`src/hw/rx_dsp_pkg.sv`:
```
package rx_dsp_pkg;

    localparam int lanes    = 4;
    localparam int code_w   = 8;
    localparam int weight_w = 8;
    localparam int est_w    = 10;
    localparam int shift_w  = 4;
    localparam int max_taps = 4;
    localparam int align_w  = $clog2(lanes);

    // Wishbone port widths
    localparam int wb_adr_w = 3;
    localparam int wb_dat_w = 32;

    typedef logic signed [code_w-1:0]   code_t;
    typedef logic signed [weight_w-1:0] weight_t;
    typedef logic signed [est_w-1:0]    est_t;

    typedef enum logic [1:0] {
        SYM_N3 = 2'd0,
        SYM_N1 = 2'd1,
        SYM_P1 = 2'd2,
        SYM_P3 = 2'd3
    } pam4_sym_e;

    // Register word addresses
    typedef enum logic [wb_adr_w-1:0] {
        WEIGHT0   = 3'd0,
        WEIGHT1   = 3'd1,
        WEIGHT2   = 3'd2,
        WEIGHT3   = 3'd3,
        SHIFT     = 3'd4,
        BIT_LEVEL = 3'd5,
        ALIGN_POS = 3'd6,
        DISABLE   = 3'd7
    } wb_addr_e;

    typedef struct packed {
        logic                 valid;
        code_t [lanes-1:0]    code;
    } code_frame_t;

    typedef struct packed {
        logic                 valid;
        est_t [lanes-1:0]     est;
    } est_frame_t;

    typedef struct packed {
        logic                 valid;
        pam4_sym_e [lanes-1:0] sym;
    } sym_frame_t;

    // Disable bit tap*lanes+lane removes one product
    typedef struct packed {
        weight_t [max_taps-1:0]    weights;
        logic [max_taps*lanes-1:0] disable_mask;
        logic [shift_w-1:0]        shift;
        est_t                      bit_level;
        logic [align_w-1:0]        align_pos;
    } eq_cfg_t;

endpackage

```
`src/hw/bits_estimator_datapath.sv`:
```
`timescale 1ns/1ps

module bits_estimator_datapath import rx_dsp_pkg::*; #(
    parameter int ffe_taps = 3
) (
    input  logic        clk,
    input  logic        rst_n,
    input  code_frame_t codes_in,
    input  eq_cfg_t     cfg,
    output code_frame_t codes_out,
    output est_frame_t  est_out,
    output sym_frame_t  sym_out
);

    code_frame_t cur;
    code_frame_t prev;
    sym_frame_t  sliced;

    code_history hist_i (
        .clk     (clk),
        .rst_n   (rst_n),
        .codes_in(codes_in),
        .cur     (cur),
        .prev    (prev)
    );

    // Raw codes wait one stage to line up with est_out
    always_ff @(posedge clk or negedge rst_n) begin
        if (!rst_n) begin
            codes_out <= '0;
        end else begin
            codes_out <= cur;
        end
    end

    comb_ffe #(
        .ffe_taps(ffe_taps)
    ) cffe_i (
        .clk         (clk),
        .rst_n       (rst_n),
        .cur         (cur),
        .prev        (prev),
        .weights     (cfg.weights),
        .disable_mask(cfg.disable_mask),
        .shift       (cfg.shift),
        .est         (est_out)
    );

    pam4_slicer slicer_i (
        .clk      (clk),
        .rst_n    (rst_n),
        .est      (est_out),
        .bit_level(cfg.bit_level),
        .sym      (sliced)
    );

    symbol_aligner algn_i (
        .clk      (clk),
        .rst_n    (rst_n),
        .sym_in   (sliced),
        .align_pos(cfg.align_pos),
        .sym_out  (sym_out)
    );

endmodule

```
`src/hw/code_history.sv`:
```
`timescale 1ns/1ps

module code_history import rx_dsp_pkg::*; (
    input  logic        clk,
    input  logic        rst_n,
    input  code_frame_t codes_in,
    output code_frame_t cur,
    output code_frame_t prev
);

    // Set once the first valid frame has been captured
    logic seen;

    always_ff @(posedge clk or negedge rst_n) begin
        if (!rst_n) begin
            cur  <= '0;
            prev <= '0;
            seen <= 1'b0;
        end else begin
            cur.valid <= codes_in.valid;
            seen      <= seen | codes_in.valid;
            // Codes only advance on valid frames so gaps keep the history
            if (codes_in.valid) begin
                cur.code   <= codes_in.code;
                prev.code  <= cur.code;
                prev.valid <= seen;
            end
        end
    end

endmodule

```
`src/hw/comb_ffe.sv`:
```
`timescale 1ns/1ps

module comb_ffe import rx_dsp_pkg::*; #(
    parameter int ffe_taps = 3
) (
    input  logic                      clk,
    input  logic                      rst_n,
    input  code_frame_t               cur,
    input  code_frame_t               prev,
    input  weight_t [max_taps-1:0]    weights,
    input  logic [max_taps*lanes-1:0] disable_mask,
    input  logic [shift_w-1:0]        shift,
    output est_frame_t                est
);

    localparam int prod_w = code_w + weight_w;
    localparam int acc_w  = prod_w + $clog2(max_taps);

    localparam logic signed [acc_w-1:0] est_max = acc_w'(2 ** (est_w - 1) - 1);
    localparam logic signed [acc_w-1:0] est_min = -acc_w'(2 ** (est_w - 1));

    code_t                    hist [2*lanes];
    logic signed [prod_w-1:0] prod [lanes][max_taps];
    logic signed [acc_w-1:0]  acc [lanes];
    logic signed [acc_w-1:0]  shifted [lanes];
    est_frame_t               est_d;

    // Previous frame in 0..3, current frame in 4..7
    always_comb begin
        for (int j = 0; j < lanes; j++) begin
            hist[j]         = prev.valid ? prev.code[j] : '0;
            hist[lanes + j] = cur.code[j];
        end
    end

    always_comb begin
        est_d.valid = cur.valid;
        for (int i = 0; i < lanes; i++) begin
            acc[i] = '0;
            for (int t = 0; t < max_taps; t++) begin
                prod[i][t] = $signed(weights[t]) * $signed(hist[lanes + i - t]);
                if (t < ffe_taps && !disable_mask[t * lanes + i]) begin
                    acc[i] = acc[i] + prod[i][t];
                end
            end
            shifted[i] = acc[i] >>> shift;
            if (shifted[i] > est_max) begin
                est_d.est[i] = est_max[est_w-1:0];
            end else if (shifted[i] < est_min) begin
                est_d.est[i] = est_min[est_w-1:0];
            end else begin
                est_d.est[i] = shifted[i][est_w-1:0];
            end
        end
    end

    always_ff @(posedge clk or negedge rst_n) begin
        if (!rst_n) begin
            est <= '0;
        end else begin
            est <= est_d;
        end
    end

endmodule

```
`src/hw/dsp_regs.sv`:
```
`timescale 1ns/1ps

module dsp_regs import rx_dsp_pkg::*; #(
    parameter int ffe_taps = 3
) (
    input  logic                clk,
    input  logic                rst_n,
    input  logic                cyc,
    input  logic                stb,
    input  logic                we,
    input  logic [wb_adr_w-1:0] adr,
    input  logic [wb_dat_w-1:0] dat_w,
    output logic [wb_dat_w-1:0] dat_r,
    output logic                ack,
    output eq_cfg_t             cfg
);

    localparam logic [wb_adr_w-1:0] tap_lim = wb_adr_w'(ffe_taps);

    logic                access;
    logic                weight_ok;
    wb_addr_e            addr;
    weight_t             weight_rd;
    logic [wb_dat_w-1:0] rd_data;

    // New request while no ack is pending
    assign access    = cyc && stb && !ack;
    assign addr      = wb_addr_e'(adr);
    assign weight_ok = adr < tap_lim;
    assign weight_rd = cfg.weights[adr[1:0]];

    always_comb begin
        rd_data = '0;
        case (addr)
            WEIGHT0, WEIGHT1, WEIGHT2, WEIGHT3: begin
                if (weight_ok) begin
                    rd_data = {{(wb_dat_w - weight_w){weight_rd[weight_w-1]}}, weight_rd};
                end
            end
            SHIFT: begin
                rd_data = {{(wb_dat_w - shift_w){1'b0}}, cfg.shift};
            end
            BIT_LEVEL: begin
                rd_data = {{(wb_dat_w - est_w){cfg.bit_level[est_w-1]}}, cfg.bit_level};
            end
            ALIGN_POS: begin
                rd_data = {{(wb_dat_w - align_w){1'b0}}, cfg.align_pos};
            end
            DISABLE: begin
                rd_data = {{(wb_dat_w - max_taps * lanes){1'b0}}, cfg.disable_mask};
            end
            default: begin
                rd_data = '0;
            end
        endcase
    end

    always_ff @(posedge clk or negedge rst_n) begin
        if (!rst_n) begin
            ack <= 1'b0;
            cfg <= '0;
        end else begin
            ack <= access;
            if (access && we) begin
                case (addr)
                    WEIGHT0, WEIGHT1, WEIGHT2, WEIGHT3: begin
                        // Slots past the last tap stay zero
                        if (weight_ok) begin
                            cfg.weights[adr[1:0]] <= dat_w[weight_w-1:0];
                        end
                    end
                    SHIFT:     cfg.shift        <= dat_w[shift_w-1:0];
                    BIT_LEVEL: cfg.bit_level    <= dat_w[est_w-1:0];
                    ALIGN_POS: cfg.align_pos    <= dat_w[align_w-1:0];
                    DISABLE:   cfg.disable_mask <= dat_w[max_taps*lanes-1:0];
                    default: ;
                endcase
            end
        end
    end

    // Read data sampled with the access, valid while ack is high
    always_ff @(posedge clk) begin
        if (access) begin
            dat_r <= rd_data;
        end
    end

endmodule

```
`src/hw/pam4_slicer.sv`:
```
`timescale 1ns/1ps

module pam4_slicer import rx_dsp_pkg::*; (
    input  logic       clk,
    input  logic       rst_n,
    input  est_frame_t est,
    input  est_t       bit_level,
    output sym_frame_t sym
);

    // One extra bit so the negated level cannot overflow
    logic signed [est_w:0] level;
    logic signed [est_w:0] neg_level;
    logic signed [est_w:0] sample [lanes];
    sym_frame_t            sym_d;

    assign level     = $signed({bit_level[est_w-1], bit_level});
    assign neg_level = -level;

    always_comb begin
        sym_d.valid = est.valid;
        for (int i = 0; i < lanes; i++) begin
            sample[i] = $signed({est.est[i][est_w-1], est.est[i]});
            if (sample[i] >= level) begin
                sym_d.sym[i] = SYM_P3;
            end else if (!sample[i][est_w]) begin
                sym_d.sym[i] = SYM_P1;
            end else if (sample[i] >= neg_level) begin
                sym_d.sym[i] = SYM_N1;
            end else begin
                sym_d.sym[i] = SYM_N3;
            end
        end
    end

    always_ff @(posedge clk or negedge rst_n) begin
        if (!rst_n) begin
            sym <= '0;
        end else begin
            sym <= sym_d;
        end
    end

endmodule

```
`src/hw/rx_dsp_top.sv`:
```
`timescale 1ns/1ps

module rx_dsp_top import rx_dsp_pkg::*; #(
    parameter int ffe_taps = 3
) (
    input  logic                clk,
    input  logic                rst_n,
    input  logic                cyc,
    input  logic                stb,
    input  logic                we,
    input  logic [wb_adr_w-1:0] adr,
    input  logic [wb_dat_w-1:0] dat_w,
    output logic [wb_dat_w-1:0] dat_r,
    output logic                ack,
    input  code_frame_t         codes_in,
    output code_frame_t         codes_out,
    output est_frame_t          est_out,
    output sym_frame_t          sym_out
);

    eq_cfg_t cfg;

    dsp_regs #(
        .ffe_taps(ffe_taps)
    ) regs_i (
        .clk  (clk),
        .rst_n(rst_n),
        .cyc  (cyc),
        .stb  (stb),
        .we   (we),
        .adr  (adr),
        .dat_w(dat_w),
        .dat_r(dat_r),
        .ack  (ack),
        .cfg  (cfg)
    );

    bits_estimator_datapath #(
        .ffe_taps(ffe_taps)
    ) dp_i (
        .clk      (clk),
        .rst_n    (rst_n),
        .codes_in (codes_in),
        .cfg      (cfg),
        .codes_out(codes_out),
        .est_out  (est_out),
        .sym_out  (sym_out)
    );

endmodule

```
`src/hw/symbol_aligner.sv`:
```
`timescale 1ns/1ps

module symbol_aligner import rx_dsp_pkg::*; (
    input  logic               clk,
    input  logic               rst_n,
    input  sym_frame_t         sym_in,
    input  logic [align_w-1:0] align_pos,
    output sym_frame_t         sym_out
);

    pam4_sym_e [lanes-1:0] last_sym;
    pam4_sym_e             window [2*lanes];

    // Eight-symbol window, older frame first
    always_comb begin
        for (int j = 0; j < lanes; j++) begin
            window[j]         = last_sym[j];
            window[lanes + j] = sym_in.sym[j];
        end
    end

    always_ff @(posedge clk or negedge rst_n) begin
        if (!rst_n) begin
            sym_out.valid <= 1'b0;
            for (int i = 0; i < lanes; i++) begin
                last_sym[i]      <= SYM_N3;
                sym_out.sym[i]   <= SYM_N3;
            end
        end else begin
            sym_out.valid <= sym_in.valid;
            for (int i = 0; i < lanes; i++) begin
                sym_out.sym[i] <= window[i + int'(align_pos)];
            end
            // History only follows valid frames
            if (sym_in.valid) begin
                last_sym <= sym_in.sym;
            end
        end
    end

endmodule

```
`config.mk`:
```
export PLATFORM = sky130hd
export DESIGN_NAME = rx_dsp_top
export DESIGN_NICKNAME = d
export VERILOG_FILES = /design/src/hw/rx_dsp_pkg.sv /design/src/hw/bits_estimator_datapath.sv /design/src/hw/code_history.sv /design/src/hw/comb_ffe.sv /design/src/hw/dsp_regs.sv /design/src/hw/pam4_slicer.sv /design/src/hw/rx_dsp_top.sv /design/src/hw/symbol_aligner.sv
export SDC_FILE = /design/constraint.sdc
export NUM_CORES = 2
export LEC_CHECK = 0
export BUFFER_PORTS_ARGS = -buffer_cell sky130_fd_sc_hd__buf_2
export CORE_ASPECT_RATIO = 1.5
export CORE_MARGIN = 8
export CORE_UTILIZATION = 25
export CTS_BUF_LIST = sky130_fd_sc_hd__clkbuf_16
export DETAILED_ROUTE_END_ITERATION = 12
export GPL_TIMING_DRIVEN = 0
export REMOVE_ABC_BUFFERS = 1
export SLEW_MARGIN = 20
export SYNTH_ARGS = -nofsm -noshare
export SYNTH_HDL_FRONTEND = slang
export SYNTH_SLANG_ARGS = --single-unit
```
`constraint.sdc`:
```
create_clock -name clk -period 22.9 [get_ports clk]
set_clock_uncertainty 0.1 [all_clocks]
set_input_delay 2.29 -clock clk [delete_from_list [all_inputs] [get_ports clk]]
set_output_delay 2.29 -clock clk [all_outputs]
set_load 0.05 [all_outputs]
```
==> results.json <==
{
  "yosysWarnings": 0,
  "finalMaxSlewViolations": 0,
  "placed_cells_incl_taps": 8457,
  "dpl_cell_area_mm2": 0.05716,
  "timing.rr.end": "dp_i.cffe_i.est[1]$_DFF_PN0_",
  "track_usage_pct": 14.76,
  "rr_startpoint": "dp_i.hist_i.cur[7]$_DFFE_PN0P_",
  "maxUsedRoutingLayer": "met5",
  "worstHoldPathCells": 0,
  "ctsResizeCount": 0,
  "pin_count_of_the_biggest_net_entering_global_routing": 110,
  "hold_slack_ns": 0.3019,
  "hpwlAfterDp_um": 138100,
  "max-slew-margin-rel_pct": 23.54,
  "finalCritPeriodShare_pct": 70.55,
  "unrepaired_setup_endpoints_after_global_routing": "false",
  "synth_area_mm2": 0.05289,
  "ioPinCount": 189,
  "drc_errors": 0,
  "global_route_wire_length_before_repair_um": 260900,
  "design.die.area_mm2": 0.2269,
  "clkTransAtPathRegs_ns": 0.07,
  "drv_cap": 0,
  "synth_most_common_cell": "sky130_fd_sc_hd__inv_1",
  "postLayoutCellArea_mm2": 0.05818,
  "drt_iter0_drc": 2344,
  "worst_hold_startpoint": "dp_i.cffe_i.est[40]$_DFF_PN0_",
  "final.min_clock_period_ns": 16.16,
  "hold-path-endpoint": "dp_i.slicer_i.sym[8]$_DFF_PN0_",
  "hold_class": "flop to flop",
  "timing.critical_path.from": "dp_i.hist_i.cur[7]$_DFFE_PN0P_",
  "initial_antenna_violation_count": 11,
  "worst_max_slew_pin_slew_ns": 1.147,
  "routed-wl-met2_um": 86030,
  "worst_r2r_path_depth": 44,
  "wirelength_met1_um": 63700,
  "via_count": 41318,
  "synth_top_cell_by_area": "sky130_fd_sc_hd__fa_1",
  "detailedRoute.firstPassIterationCount": 5,
  "global_route.overflow_total": 0,
  "cp.required_ns": 23.34,
  "wl_per_cell_um": 19.85,
  "ctsLongestPathBuffers": 3,
  "floorplan.initialDensity_pct": 25.06,
  "postSynth.topFlopCell": "sky130_fd_sc_hd__dfrtp_1",
  "drive_above_1_share_pct": 10.69,
  "route.met3.wl_um": 6498,
  "flops_latches_synth": 224,
  "synth.area.top_cells": "sky130_fd_sc_hd__fa_1, sky130_fd_sc_hd__ha_1, sky130_fd_sc_hd__dfrtp_1",
  "cts_root_buffer": "sky130_fd_sc_hd__clkbuf_16",
  "die_height_um": 579.3,
  "tritoncts.num_buffers": 29,
  "clock-sinks": 224,
  "route.detailed.vias_per_inst": 4.851,
  "syn_to_final_growth_pct": 9.994,
  "first_global_vias": 44724,
  "globalplace.congestion": 0.9118,
  "synth-async-reset-ratio_pct": 92.41,
  "fmax_mhz": 61.89,
  "worst-endpoint-arrival_ns": 16.60,
  "setup-tns-final_ns": 0,
  "rows": 207,
  "top_post_synthesis_cells_by_count": "sky130_fd_sc_hd__inv_1, sky130_fd_sc_hd__fa_1, sky130_fd_sc_hd__ha_1, sky130_fd_sc_hd__nand2_1, sky130_fd_sc_hd__and2_1",
  "synthesis.instances": 5699,
  "cts_max_level": 1,
  "crit_type": "flop to flop",
  "cts.hold.buffers_added": 0,
  "fp.dieW_um": 391.6,
  "post_layout_nonfiller_instances": 8518,
  "synth-edff-count": 17,
  "port_buffers": 172,
  "final_nets": 7123,
  "final-hold-violation-count": 0,
  "drt.antenna.violating_nets": 0,
  "post_synth_num_cell_types": 113,
  "yosysSeqAreaShare_pct": 10.76,
  "status": "finished, final reports clean",
  "route.final.wire_length_um": 169100,
  "postSynthAreaPerCell_um2": 9.281,
  "critPathMostFrequentCell": "sky130_fd_sc_hd__fa_1",
  "critical_path.endpoint_type": "flop",
  "clk_latency_ns": 0.69,
  "cts_tree": "yes",
  "post-synth-top-area-fraction_pct": 32.44,
  "r2r_setup_slack_ns": 6.74,
  "floorplan.core_area_mm2": 0.2111,
  "slowest_delay_ns": 0.82,
  "critical-path-slowest-cell": "sky130_fd_sc_hd__dfrtp_2",
  "worst_setup_path_start_kind": "flop",
  "finalSetupViolCount": 0,
  "max_fo_critical_path": 17,
  "postCtsSetupBuffers": 0
}
## cells in the final DEF (no fill, tap or decap), types with 75 or more instances in the layout
master	synthesis	routed
sky130_fd_sc_hd__inv_1	996	997
sky130_fd_sc_hd__fa_1	857	857
sky130_fd_sc_hd__ha_1	526	526
sky130_fd_sc_hd__nand2_1	397	397
sky130_fd_sc_hd__and2_1	350	350
sky130_fd_sc_hd__nor2_1	271	270
sky130_fd_sc_hd__mux2_2	175	175
sky130_fd_sc_hd__buf_2	12	170
sky130_fd_sc_hd__o21ai_0	166	166
sky130_fd_sc_hd__a21oi_1	160	160
sky130_fd_sc_hd__dfrtp_1	207	151
sky130_fd_sc_hd__and3_1	127	127
sky130_fd_sc_hd__xnor2_1	112	112
sky130_fd_sc_hd__mux2i_1	86	86
sky130_fd_sc_hd__nand2b_1	75	75
## cell families (layout without fill, tap and decap cells)
logic type / Yosys count / in the layout / synth area share [%]
adders and majority gates: 1383 / 1383 / 44.88
and+or+nand+nor: 1520 / 1520 / 14.87
AOI/OAI and AO/OA: 857 / 857 / 11.32
DFF: 224 / 224 / 10.76
buffers and inverters: 1277 / 1268 / 9.226
muxes: 285 / 285 / 6.375
xor gates and xnor gates: 153 / 153 / 2.569
other: 0 / 7 / 0
## stage by stage
stage / utilization, % / worst slack [ns]
finish: 27.56 / 6.743
global placement: 26.61 / 4.703
detailed placement: 27.08 / 6.816
CTS: 27.55 / 6.743
floorplan: - / 9.300
global route: 27.56 / 6.239
## area by class of cell
type	instances	area, µm²
Fill cell	22367	152900
Multi-Input combinational cell	4198	42370
Sequential cell	224	5766
Inverter	1001	3762
Tap cell	2821	3530
Timing Repair Buffer	213	1737
Clock buffer	30	750.7
Clock inverter	24	244.0
Antenna cell	7	17.52
## worst max path at each step
stage                                                to  slack, ns  cells after the start
after floorplan           dp_i.cffe_i.est[31]$_DFF_PN0_       9.30                     42
after global routing       dp_i.cffe_i.est[6]$_DFF_PN0_       6.24                     46
after detailed placement   dp_i.cffe_i.est[7]$_DFF_PN0_       6.82                     46
after global placement     dp_i.cffe_i.est[6]$_DFF_PN0_       4.70                     46
after CTS                  dp_i.cffe_i.est[7]$_DFF_PN0_       6.74                     46
final                      dp_i.cffe_i.est[1]$_DFF_PN0_       6.74                     44
## sequential cells by signal, indices dropped and copies added (netlist names)
signal and count:
regs_i.cfg 56, dp_i.hist_i.prev 17, dp_i.codes_out 32, dp_i.hist_i.seen 1
dp_i.hist_i.cur 33, regs_i.ack 1, dp_i.algn_i.last_sym 8, dp_i.slicer_i.sym 9
regs_i.dat_r 17, dp_i.algn_i.sym_out 9, dp_i.cffe_i.est 41
## routing by layer
metal  vias up  track usage, %
li1      18531               -
met1     21235           16.35
met2      1175           27.22
met3       375           1.086
met4         2           9.262
met5         -               0
## worst max-delay path, delay by kind of cell, from the launching register on
kind / cells / cell delay (ns)
AO/OA/AOI/OAI: 14 / 4.48
XOR/XNOR: 1 / 0.58
adder cells (fa/ha/maj): 17 / 7.54
buffers and inverters: 6 / 0.90
flip-flops: 1 / 0.82
multiplexers: 1 / 0.44
AND/OR/NAND/NOR: 5 / 1.14
Power is left out: the tool's default activity adds up to more than one toggle a clock period on the data nets, which glitch-free logic cannot reach.
